===== config.mk =====
export PLATFORM = sky130hd
export DESIGN_NAME = vfp_commit_top
export DESIGN_NICKNAME = d
export VERILOG_FILES = /design/src/hdl/vfp_pkg.sv /design/src/hdl/lq_last_if.sv /design/src/hdl/lq_last_tracker.sv /design/src/hdl/mem_req_filter.sv /design/src/hdl/vec_commit_assembler.sv /design/src/hdl/vfp_commit_top.sv
export VERILOG_INCLUDE_DIRS = /design/src /design/src/include
export SDC_FILE = /design/constraint.sdc
export NUM_CORES = 1
export LEC_CHECK = 0
export BUFFER_PORTS_ARGS = -buffer_cell sky130_fd_sc_hd__buf_4
export CAP_MARGIN = 5
export CORE_AREA = 2 2 384 386
export CTS_BUF_LIST = sky130_fd_sc_hd__clkbuf_2 sky130_fd_sc_hd__clkbuf_4 sky130_fd_sc_hd__clkbuf_8
export CTS_CLUSTER_DIAMETER = 120
export DETAILED_ROUTE_END_ITERATION = 16
export DIE_AREA = 0 0 386 388
export SKIP_LAST_GASP = 1
export SYNTH_ARGS = -nofsm -noshare
export SYNTH_HDL_FRONTEND = slang
export SYNTH_SLANG_ARGS = --single-unit

===== constraint.sdc =====
create_clock -name i_clk -period 22.5 [get_ports i_clk]
set_clock_uncertainty 0.15 [all_clocks]
set_input_delay 5.625 -clock i_clk [delete_from_list [all_inputs] [get_ports i_clk]]
set_output_delay 5.625 -clock i_clk [all_outputs]
set_load 0.02 [all_outputs]

===== src/include/vfp_defs.svh =====
// Vector/FP commit glue sizing macros shared by the RTL and the testbench
`ifndef VFP_DEFS_SVH
`define VFP_DEFS_SVH

// One vector register
`define VFP_VLEN 64

// Register group
`define VFP_GROUP_REGS 8
`define VFP_GROUP_CNT_W 3
`define VFP_COMMIT_WIDTH (`VFP_VLEN * `VFP_GROUP_REGS)

// Load queue
`define VFP_LQ_DEPTH 8
`define VFP_LQ_ID_W 3

// Memory request fields, low VFP_LQ_ID_W bits of the id index the queue
`define VFP_REQ_ID_W 8
`define VFP_ADDR_W 32

// Vector length CSR
`define VFP_VL_W 7

// Exception flags, same layout as fflags
`define VFP_EXC_W 5

`endif


===== src/hdl/vfp_pkg.sv =====
// Shared enum types for commit source selection and memory request size
package vfp_pkg;

   // Source that produced the current commit
   typedef enum logic [2:0] {
      COMMIT_NONE   = 3'd0,
      COMMIT_SCALAR = 3'd1,
      COMMIT_FP     = 3'd2,
      COMMIT_VECTOR = 3'd3,
      COMMIT_STORE  = 3'd4
   } commit_src_e;

   // Request size, log2 of the byte count
   typedef enum logic [2:0] {
      MEM_SIZE_BYTE  = 3'd0,
      MEM_SIZE_HALF  = 3'd1,
      MEM_SIZE_WORD  = 3'd2,
      MEM_SIZE_DWORD = 3'd3,
      MEM_SIZE_QUAD  = 3'd4
   } mem_size_e;

endpackage


===== src/hdl/lq_last_if.sv =====
// Last-beat information shared by the queue tracker, request filter and commit logic
`include "vfp_defs.svh"

interface lq_last_if;

   // Last bit of the entry at the commit read pointer
   logic                    head_last;
   // Queue index of the request being presented, and its last bit
   logic [`VFP_LQ_ID_W-1:0] req_lqid;
   logic                    req_last;
   // A last store was accepted this cycle
   logic                    store_done;

   modport tracker (
      input  req_lqid,
      output head_last,
      output req_last
   );

   modport filter (
      input  req_last,
      output req_lqid,
      output store_done
   );

   modport commit (
      input  head_last,
      input  store_done
   );

endinterface


===== src/hdl/lq_last_tracker.sv =====
// Load-queue last-beat tracker with per-entry last bits and a commit read pointer
`include "vfp_defs.svh"

module lq_last_tracker (
   input  logic                    i_clk,
   input  logic                    i_reset,
   input  logic                    i_id_mem_lqalloc,
   input  logic                    i_id_mem_lq_done,
   input  logic                    i_mem_lq_commit,
   input  logic [`VFP_LQ_ID_W-1:0] i_mem_id_lqnxtid,
   lq_last_if.tracker              lq
);

   logic [`VFP_LQ_DEPTH-1:0] lq_last;
   logic [`VFP_LQ_ID_W-1:0]  alloc_id;
   logic [`VFP_LQ_ID_W-1:0]  rd_ptr;

   always_ff @(posedge i_clk, posedge i_reset) begin
      if (i_reset) begin
         rd_ptr <= '0;
      end else if (i_mem_lq_commit) begin
         rd_ptr <= rd_ptr + 1'b1;
      end
   end

   // Done with alloc marks the new entry, done alone finishes the latest one
   always_ff @(posedge i_clk, posedge i_reset) begin
      if (i_reset) begin
         lq_last  <= '0;
         alloc_id <= '0;
      end else begin
         if (i_id_mem_lqalloc) begin
            lq_last[i_mem_id_lqnxtid] <= i_id_mem_lq_done;
            alloc_id                  <= i_mem_id_lqnxtid;
         end else if (i_id_mem_lq_done) begin
            lq_last[alloc_id] <= 1'b1;
         end
      end
   end

   assign lq.head_last = lq_last[rd_ptr];
   assign lq.req_last  = lq_last[lq.req_lqid];

endmodule


===== src/hdl/mem_req_filter.sv =====
// Memory request filter dropping empty loads, answering them locally, gating the last flag
`include "vfp_defs.svh"

module mem_req_filter (
   input  logic                     i_clk,
   input  logic                     i_reset,
   input  logic                     i_mu_req,
   input  logic                     i_mu_load,
   input  logic                     i_mu_store,
   input  logic                     i_mu_last,
   input  logic [`VFP_VLEN/8-1:0]   i_mu_byten,
   input  logic [`VFP_REQ_ID_W-1:0] i_mu_req_id,
   input  logic                     i_data_req_rtr,
   output logic                     o_data_req,
   output logic                     o_mem_last,
   output logic                     o_local_rsp_vld,
   output logic [`VFP_REQ_ID_W-1:0] o_local_rsp_id,
   lq_last_if.filter                lq
);

   logic empty_load;
   logic empty_load_acc;

   // A load with no byte enabled never reaches the memory system
   assign empty_load     = i_mu_load && ~|i_mu_byten;
   assign o_data_req     = i_mu_req && !empty_load;

   // The empty load still needs ready, so the answer keeps request order
   assign empty_load_acc = i_mu_req && i_data_req_rtr && empty_load;

   assign lq.req_lqid = i_mu_req_id[`VFP_LQ_ID_W-1:0];
   assign o_mem_last  = i_mu_last && lq.req_last;

   assign lq.store_done = o_data_req && i_data_req_rtr && i_mu_store && o_mem_last;

   always_ff @(posedge i_clk, posedge i_reset) begin
      if (i_reset) begin
         o_local_rsp_vld <= 1'b0;
      end else begin
         o_local_rsp_vld <= empty_load_acc;
      end
   end

   always_ff @(posedge i_clk) begin
      if (empty_load_acc) begin
         o_local_rsp_id <= i_mu_req_id;
      end
   end

endmodule


===== src/hdl/vec_commit_assembler.sv =====
// Vector register group accumulation and commit source selection
`include "vfp_defs.svh"

module vec_commit_assembler (
   input  logic                         i_clk,
   input  logic                         i_reset,
   input  logic [`VFP_VL_W-1:0]         i_csr_vl,
   input  logic                         i_mem_rf_wr,
   input  logic                         i_mem_fp_rf_wr,
   input  logic                         i_mem_vrf_wr,
   input  logic                         i_vec_nonstore_commit,
   input  logic [63:0]                  i_mem_rf_wrdata,
   input  logic [63:0]                  i_mem_fp_rf_wrdata,
   input  logic [`VFP_VLEN-1:0]         i_mem_vrf_wrdata,
   input  logic [`VFP_EXC_W-1:0]        i_mem_vrf_wrexc,
   output logic                         o_instrn_commit_valid,
   output logic [`VFP_COMMIT_WIDTH-1:0] o_instrn_commit_data,
   output logic [`VFP_GROUP_REGS-1:0]   o_instrn_commit_mask,
   output logic [`VFP_EXC_W-1:0]        o_instrn_commit_fflags,
   lq_last_if.commit                    lq
);

   vfp_pkg::commit_src_e commit_src;

   logic [`VFP_GROUP_CNT_W-1:0]  grp_cnt;
   logic [`VFP_COMMIT_WIDTH-1:0] data_q;
   logic [`VFP_COMMIT_WIDTH-1:0] data_nxt;
   logic [`VFP_GROUP_REGS-1:0]   mask_q;
   logic [`VFP_GROUP_REGS-1:0]   mask_nxt;
   logic [`VFP_EXC_W-1:0]        exc_q;
   logic [`VFP_EXC_W-1:0]        exc_nxt;

   // Group so far plus the write in flight
   always_comb begin
      data_nxt = data_q;
      mask_nxt = mask_q;
      exc_nxt  = exc_q;
      if (i_mem_vrf_wr) begin
         data_nxt[`VFP_VLEN*grp_cnt +: `VFP_VLEN] = i_mem_vrf_wrdata;
         mask_nxt[grp_cnt]                        = |i_csr_vl;
         exc_nxt                                  = exc_q | i_mem_vrf_wrexc;
      end
   end

   always_ff @(posedge i_clk, posedge i_reset) begin
      if (i_reset) begin
         grp_cnt <= '0;
         data_q  <= '0;
         mask_q  <= '0;
         exc_q   <= '0;
      end else if (o_instrn_commit_valid) begin
         grp_cnt <= '0;
         data_q  <= '0;
         mask_q  <= '0;
         exc_q   <= '0;
      end else if (i_mem_vrf_wr) begin
         grp_cnt <= grp_cnt + 1'b1;
         data_q  <= data_nxt;
         mask_q  <= mask_nxt;
         exc_q   <= exc_nxt;
      end
   end

   // Vector group only commits once its head entry has seen its last beat
   always_comb begin
      commit_src = vfp_pkg::COMMIT_NONE;
      if (i_mem_rf_wr) begin
         commit_src = vfp_pkg::COMMIT_SCALAR;
      end else if (i_mem_fp_rf_wr) begin
         commit_src = vfp_pkg::COMMIT_FP;
      end else if (i_vec_nonstore_commit && lq.head_last) begin
         commit_src = vfp_pkg::COMMIT_VECTOR;
      end else if (lq.store_done) begin
         commit_src = vfp_pkg::COMMIT_STORE;
      end
   end

   assign o_instrn_commit_valid = (commit_src != vfp_pkg::COMMIT_NONE);

   always_comb begin
      o_instrn_commit_data   = '0;
      o_instrn_commit_mask   = '0;
      o_instrn_commit_fflags = '0;
      case (commit_src)
         vfp_pkg::COMMIT_SCALAR: o_instrn_commit_data[63:0] = i_mem_rf_wrdata;
         vfp_pkg::COMMIT_FP:     o_instrn_commit_data[63:0] = i_mem_fp_rf_wrdata;
         vfp_pkg::COMMIT_VECTOR: begin
            o_instrn_commit_data   = data_nxt;
            o_instrn_commit_mask   = mask_nxt;
            o_instrn_commit_fflags = exc_nxt;
         end
         default: ;
      endcase
   end

endmodule


===== src/hdl/vfp_commit_top.sv =====
// Commit and memory glue top level around the vector/FP execution pipeline
`include "vfp_defs.svh"

module vfp_commit_top (
   input  logic                         i_clk,
   input  logic                         i_reset,
   input  logic [`VFP_VL_W-1:0]         i_csr_vl,

   // Load queue bookkeeping
   input  logic                         i_id_mem_lqalloc,
   input  logic                         i_id_mem_lq_done,
   input  logic [`VFP_LQ_ID_W-1:0]      i_mem_id_lqnxtid,
   input  logic                         i_mem_lq_commit,

   // Requests from the memory unit
   input  logic                         i_mu_req,
   input  logic                         i_mu_load,
   input  logic                         i_mu_store,
   input  logic                         i_mu_last,
   input  logic [`VFP_VLEN/8-1:0]       i_mu_byten,
   input  logic [`VFP_REQ_ID_W-1:0]     i_mu_req_id,
   input  logic [`VFP_ADDR_W-1:0]       i_mu_addr,
   input  logic [`VFP_VLEN-1:0]         i_mu_wrdata,
   input  vfp_pkg::mem_size_e           i_mu_size,

   // Memory system
   output logic                         o_data_req,
   output logic [`VFP_ADDR_W-1:0]       o_data_addr,
   output logic [`VFP_VLEN/8-1:0]       o_data_byten,
   output logic [`VFP_VLEN-1:0]         o_wr_data,
   output logic [`VFP_REQ_ID_W-1:0]     o_data_req_id,
   output logic                         o_mem_load,
   output vfp_pkg::mem_size_e           o_mem_size,
   output logic                         o_mem_last,
   input  logic                         i_data_req_rtr,
   output logic                         o_local_rsp_vld,
   output logic [`VFP_REQ_ID_W-1:0]     o_local_rsp_id,

   // Register file writebacks
   input  logic                         i_mem_rf_wr,
   input  logic [63:0]                  i_mem_rf_wrdata,
   input  logic                         i_mem_fp_rf_wr,
   input  logic [63:0]                  i_mem_fp_rf_wrdata,
   input  logic                         i_mem_vrf_wr,
   input  logic [`VFP_VLEN-1:0]         i_mem_vrf_wrdata,
   input  logic [`VFP_EXC_W-1:0]        i_mem_vrf_wrexc,
   input  logic                         i_vec_nonstore_commit,

   // Commit
   output logic                         o_instrn_commit_valid,
   output logic [`VFP_COMMIT_WIDTH-1:0] o_instrn_commit_data,
   output logic [`VFP_GROUP_REGS-1:0]   o_instrn_commit_mask,
   output logic [`VFP_EXC_W-1:0]        o_instrn_commit_fflags
);

   lq_last_if u_lq_if ();

   // Request fields go out unchanged
   assign o_data_addr   = i_mu_addr;
   assign o_wr_data     = i_mu_wrdata;
   assign o_mem_size    = i_mu_size;
   assign o_data_req_id = i_mu_req_id;
   assign o_data_byten  = i_mu_byten;
   assign o_mem_load    = i_mu_load;

   lq_last_tracker u_tracker (
      .i_clk            (i_clk),
      .i_reset          (i_reset),
      .i_id_mem_lqalloc (i_id_mem_lqalloc),
      .i_id_mem_lq_done (i_id_mem_lq_done),
      .i_mem_lq_commit  (i_mem_lq_commit),
      .i_mem_id_lqnxtid (i_mem_id_lqnxtid),
      .lq               (u_lq_if.tracker)
   );

   mem_req_filter u_filter (
      .i_clk           (i_clk),
      .i_reset         (i_reset),
      .i_mu_req        (i_mu_req),
      .i_mu_load       (i_mu_load),
      .i_mu_store      (i_mu_store),
      .i_mu_last       (i_mu_last),
      .i_mu_byten      (i_mu_byten),
      .i_mu_req_id     (i_mu_req_id),
      .i_data_req_rtr  (i_data_req_rtr),
      .o_data_req      (o_data_req),
      .o_mem_last      (o_mem_last),
      .o_local_rsp_vld (o_local_rsp_vld),
      .o_local_rsp_id  (o_local_rsp_id),
      .lq              (u_lq_if.filter)
   );

   vec_commit_assembler u_assembler (
      .i_clk                  (i_clk),
      .i_reset                (i_reset),
      .i_csr_vl               (i_csr_vl),
      .i_mem_rf_wr            (i_mem_rf_wr),
      .i_mem_fp_rf_wr         (i_mem_fp_rf_wr),
      .i_mem_vrf_wr           (i_mem_vrf_wr),
      .i_vec_nonstore_commit  (i_vec_nonstore_commit),
      .i_mem_rf_wrdata        (i_mem_rf_wrdata),
      .i_mem_fp_rf_wrdata     (i_mem_fp_rf_wrdata),
      .i_mem_vrf_wrdata       (i_mem_vrf_wrdata),
      .i_mem_vrf_wrexc        (i_mem_vrf_wrexc),
      .o_instrn_commit_valid  (o_instrn_commit_valid),
      .o_instrn_commit_data   (o_instrn_commit_data),
      .o_instrn_commit_mask   (o_instrn_commit_mask),
      .o_instrn_commit_fflags (o_instrn_commit_fflags),
      .lq                     (u_lq_if.commit)
   );

endmodule


---- Word level (Yosys, flattened, before mapping) ----
Index checks and enable logic that the tools add are counted.
word-level totals
  logic and storage cells ................. 80
  input bits .............................. 336
  register bits after elaboration ......... 551
  output and inout port bits .............. 653
cells by class
  shift operators ......................... 2
  equality and inequality tests ........... 3
  order comparisons ....................... 8
  reductions and logical operators ........ 19
  add/sub/neg operators ................... 3
  muxes and demuxes ....................... 34
  bitwise gates (word level) .............. 2
operators with widths
  kind                                                               count
  2-to-1 mux 512 bit                                                 3
  bitwise mux 512 bit                                                1
  variable shift 64 x 34 -> 512 bit, first input constant            1
  variable part select 64 x 34 -> 512 bit                            1
  2-to-1 mux 448 bit                                                 1
  one-hot mux 64 bit (3 select lines)                                1
  2-to-1 mux 8 bit                                                   6
  negation 9 -> 34 bit                                               1
  < comparator 3 x 4 -> 1 bit, second input constant                 5
  2-to-1 mux 5 bit                                                   4
  2-to-1 mux 3 bit                                                   6
  bitwise mux 8 bit                                                  2
  logical AND 1 bit                                                  12
  demux 1 bit (select 3 bit)                                         3
  greater-or-equal comparator 3 x 1 -> 1 bit, second input constant  3
  bitwise OR 8 bit                                                   1
  OR reduction 8 bit                                                 1
  OR reduction 7 bit                                                 1
  adder 3 x 1 -> 3 bit, second input constant                        2
  binary-select mux 1 bit (select 3 bit)                             2
  == test 3 x 2 -> 1 bit, second input constant                      2
  2-to-1 mux 1 bit                                                   5
  bitwise OR 5 bit                                                   1
  nonzero test 2 bit                                                 2
  3 further kinds                                                    4

---- Longest topological paths before layout ----
  word-level depth ........................ 14
  gate-level depth with buffers ........... 12
  gate-level depth less buffers ........... 7

---- Hierarchy ----
A second synthesis with hierarchy kept.
unflattened totals
  cell total of the unflattened synthesis .. 2,754
  area, all modules ....................... 27,174.8 µm²
modules (own cells, without submodules)
  module                area an instance (µm²)  sequential area each (µm²)  instances  cells an instance
  vec_commit_assembler  25,150.4                13,212.7                    1          2,555
  vfp_commit_top        870.8                   0.0                         1          116
  lq_last_tracker       800.8                   350.3                       1          60
  mem_req_filter        352.8                   265.3                       1          23

---- Worst setup path before layout ----
Ideal clock, no wire load.
  path kind ............................... input to output
  from .................................... in i_mem_vrf_wr
  to ...................................... out o_instrn_commit_data[33]
  buffers on the path ..................... 3
  required time ........................... 16.725 ns
  cell stages on the path ................. 7
  arrival time ............................ 7.466 ns
  setup slack ............................. 9.259 ns
  path through ............................ clkbuf_1 -> nor3b_1 -> nand4_1 -> buf_2 -> buf_1 -> mux2i_1 -> o21ai_0
on the way
  word-level cells in the longest chain between the ends .. 2
ends and longest elaborated chain
  element                              line                        text
  from (decl)                          vfp_commit_top.sv:44        input logic i_mem_vrf_wr,
  2-to-1 mux 512 bit                   vec_commit_assembler.sv:38  if (i_mem_vrf_wr) begin
  one-hot mux 64 bit (3 select lines)  vec_commit_assembler.sv:84  case (commit_src)
  to (decl)                            vfp_commit_top.sv:51        output logic [`VFP_COMMIT_WIDTH-1:0] o_instrn_commit_data,
No other way between the ends.

---- Worst setup path in the final report ----
  from .................................... in i_mem_rf_wr
  to ...................................... out o_instrn_commit_data[34]
on the way
  word-level cells in the longest chain between the ends .. 3
  elaborated cells between the ends (all ways) .. 5
  classes of those cells .................. 3 x eq/ne; 2 x mux
ends and longest elaborated chain
  element                                                           line                        text
  from (decl)                                                       vfp_commit_top.sv:40        input logic i_mem_rf_wr,
  2-to-1 mux 3 bit *                                                vec_commit_assembler.sv:67  if (i_mem_rf_wr) begin
  == test 3 x 2 -> 1 bit or == test 3 x 1 -> 1 bit (tied branches)  vec_commit_assembler.sv:84
  one-hot mux 64 bit (3 select lines) *                             vec_commit_assembler.sv:84
Every way passes the cells marked *; elsewhere a longest branch is shown, timed or not.

==> run metrics <==
Hold-fix buffers, CTS=0; kind of start point of the critical path=input port; commonest non-fill, non-tap cells in the layout=buf_4 (847), dfrtp_1 (542), nor2_1 (319); initial standard-cell utilization of the core=0.218; die width=around 390 um; vertical die dimension=approximately 390 um; switching share of power=0.368; most instantiated flip-flop cell in the synthesis netlist=dfrtp_1; number of top-level pins=between 900 and 1000; commonest non-fill, non-tap cell in the layout=buf_4; Post-Route Utilization=0.276; Final Non-Filler Cells=~5600; first-pass GRT wire length=roughly 210000 um; CTS Buf Count=~100; TritonCTS clock tree=done; Clock Latency Late Sink=a little under 800 ps; Site Rows=140; post-synthesis to final-layout area growth=26.8%; Slew Limit Fails=0; result of the run=finished, final reports clean; Critical path origin=i_mem_rf_wr; combinational cell fraction of total power=0.238; number of synthesized flops with an enable pin=8; CP Capture Point=o_instrn_commit_data[34]; final-report setup violation count=0; Detailed Route WL=153000 um; Post-Route Setup TNS=0 ps; fraction of layout instances using a drive strength above 1=0.371; residual DRC count=0; cell area after layout=about 40000 um^2; Post-synth ARST share=0.985; post-route antenna net violation count=0; drt first pass iters=5; share of the synthesized area in the top cell type=0.430; placed cells=approximately 5400; number of H-tree levels=3; full die area=150000 um^2; met2 track demand over resource in global routing=0.310; post-CTS setup-driven buffer insertion count=0; Worst Path Required=~17000 ps; core area=about 150000 um^2; Critical Setup Path Class=in -> out; number of nets in the layout=3960; cell depth of the worst flop-to-flop path=9; via count=between 20000 and 30000; Fin Hold WS=389 ps; combined global-route utilization of all metal layers=0.194; Critical R2R Launch=u_assembler.grp_cnt[0]$_DFFE_PP0P_; leakage power summed over all cells=15.6 nW; worst-path maximum fanout=137; vias per cell=roughly 5.2; Placed Area=37900 um^2; GR met3 Demand/Resource=0.0541; Fmax achieved=~0.066 GHz; met1 layer usage reported by global route=0.240; Reg2Reg Capture Point=u_assembler.data_q[234]$_DFFE_PP0P_; weighted congestion reported at the end of routability-driven placement=between 0.8 and 0.9; buffer depth of the longest clock path=3; sequential-to-total area share from yosys stat=0.438; drt initial violations=2496; routed wire length per instance=27.1 um; Max IR drop VDD=~0.00009 V; HPWL after detailed placement=a little over 100000 um; global route hottest layer=met2; CP Capture Type=primary output; worst hold path depth=2; max-cap viol count=0; Resize count post-CTS=0; top cells by area, synth=dfrtp_1 (43%), nor4_2 (12%), mux2i_1 (8.7%); transition at the pin with the smallest max-transition slack=around 1200 ps; hold violation count in the final report=0; Sinks on Clock Net=551; internal power=1.71 mW; clk root buf=clkbuf_8; Synthesized Nets=around 3500; post-placement setup slack=between 7000 and 8000 ps; Psw=about 1.0 mW; Yosys warning count=0; time the worst path needs with I/O delays and setup=~15000 ps; setup slack of the worst register-to-register path=approximately 17000 ps; least setup slack across all paths after layout=roughly 7300 ps; port bufs=between 700 and 800; maximum number of pins on one net before global-route repair=188; setup repair after global routing missed its margin=false; relative contribution of sequential cells to total power=0.378; period utilization=0.673; clock slew seen by the registers of the worst setup and hold paths=roughly 50 ps; proportion of power drawn by the clock network=0.383; Power Density=slightly below 70 nW/um^2; endpoint arrival time on the critical path=9380 ps; Synth Instances=roughly 3200; cell area after synthesis=31600 um^2; Synth Register Bits=between 500 and 600; antenna violations before repair=12; via count of the first global-routing pass=a little under 30000; synth unique cells=45; largest area contributor in the synthesized netlist=dfrtp_1; overall overflow remaining after global route=0; Max transition margin=0.226; Min-Delay Path Class=reg -> reg; fill cell count=about 15000; Power, Total=about 2.7 mW; syn avg cell area=just under 10 um^2
flip-flops by register name (all words and copies together), names as in the netlist:
register and cells:
u_filter.o_local_rsp_id 8, u_filter.o_local_rsp_vld 1, u_assembler.grp_cnt 3, u_assembler.data_q 512
u_assembler.exc_q 5, u_tracker.rd_ptr 3, u_tracker.alloc_id 3, u_assembler.mask_q 8
u_tracker.lq_last 8
area by class of cell:
cell class,instances,area [um^2],area share
diodes,10,25.0,0.000625
clock buffers,161,1980,0.0494
clock inverters,25,178,0.00443
inverters,5,26.3,0.000656
multi-input cells,2106,15200,0.379
flip-flops and latches,551,13800,0.345
well taps,1917,2400,0.0599
repair buffers,852,6460,0.161
metal layers:
layer  part of all wire  routed length [um]
met4              0.050                7590
met5                  0                   0
met3              0.086               13200
met1               0.39               60100
met2               0.47               71800
worst min path at each step:
stage	from	endpoint
floorplan	u_tracker.lq_last[5]$_DFFE_PP0P_	u_tracker.lq_last[5]$_DFFE_PP0P_
global placement	u_tracker.rd_ptr[2]$_DFFE_PP0P_	u_tracker.rd_ptr[2]$_DFFE_PP0P_
detailed placement	u_tracker.rd_ptr[2]$_DFFE_PP0P_	u_tracker.rd_ptr[2]$_DFFE_PP0P_
CTS	u_tracker.rd_ptr[2]$_DFFE_PP0P_	u_tracker.rd_ptr[2]$_DFFE_PP0P_
global route	u_assembler.exc_q[4]$_DFFE_PP0P_	u_assembler.exc_q[4]$_DFFE_PP0P_
finish	u_tracker.lq_last[1]$_DFFE_PP0P_	u_tracker.lq_last[1]$_DFFE_PP0P_
cell usage after synthesis (all sizes together), types with 11 or more instances:
library cell / count
a2111oi: 146
a21oi: 261
a22oi: 64
and4: 42
buf: 213
clkbuf: 312
dfrtp: 543
mux2i: 275
nand2: 183
nand3: 11
nand4: 149
nor2: 323
nor2b: 67
nor3: 52
nor4: 398
o21ai: 73
power by group through the flow:
stage / Combinational, mW / Sequential, mW / Clock, mW
2_1_floorplan: 0.443 / 1.04 / 0
3_3_place_gp: 0.642 / 1.04 / 0
3_5_place_dp: 0.643 / 1.04 / 0
4_1_cts: 0.644 / 1.03 / 1.06
5_1_grt: 0.676 / 1.03 / 1.11
6_report: 0.646 / 1.03 / 1.04
logic make-up (layout without fill, tap and decap cells):
logic type | after synthesis | in the layout | share of synthesized area
buf+inv | 530 | 1043 | 0.0873
simple gates | 1264 | 1264 | 0.272
compound gates | 550 | 550 | 0.110
flops | 551 | 551 | 0.438
xor+xnor | 4 | 4 | 0.00111
fa+ha+maj | 4 | 4 | 0.00158
mux | 284 | 284 | 0.0907
other cells | 0 | 10 | 0
worst max-delay path: stages:
cell and delay [ps]:
buf_4 470, or2_4 600, or3_4 790, buf_12 480, buf_4 630, o21ai_0 230, buf_4 200
(Power assumes the default switching activity.)
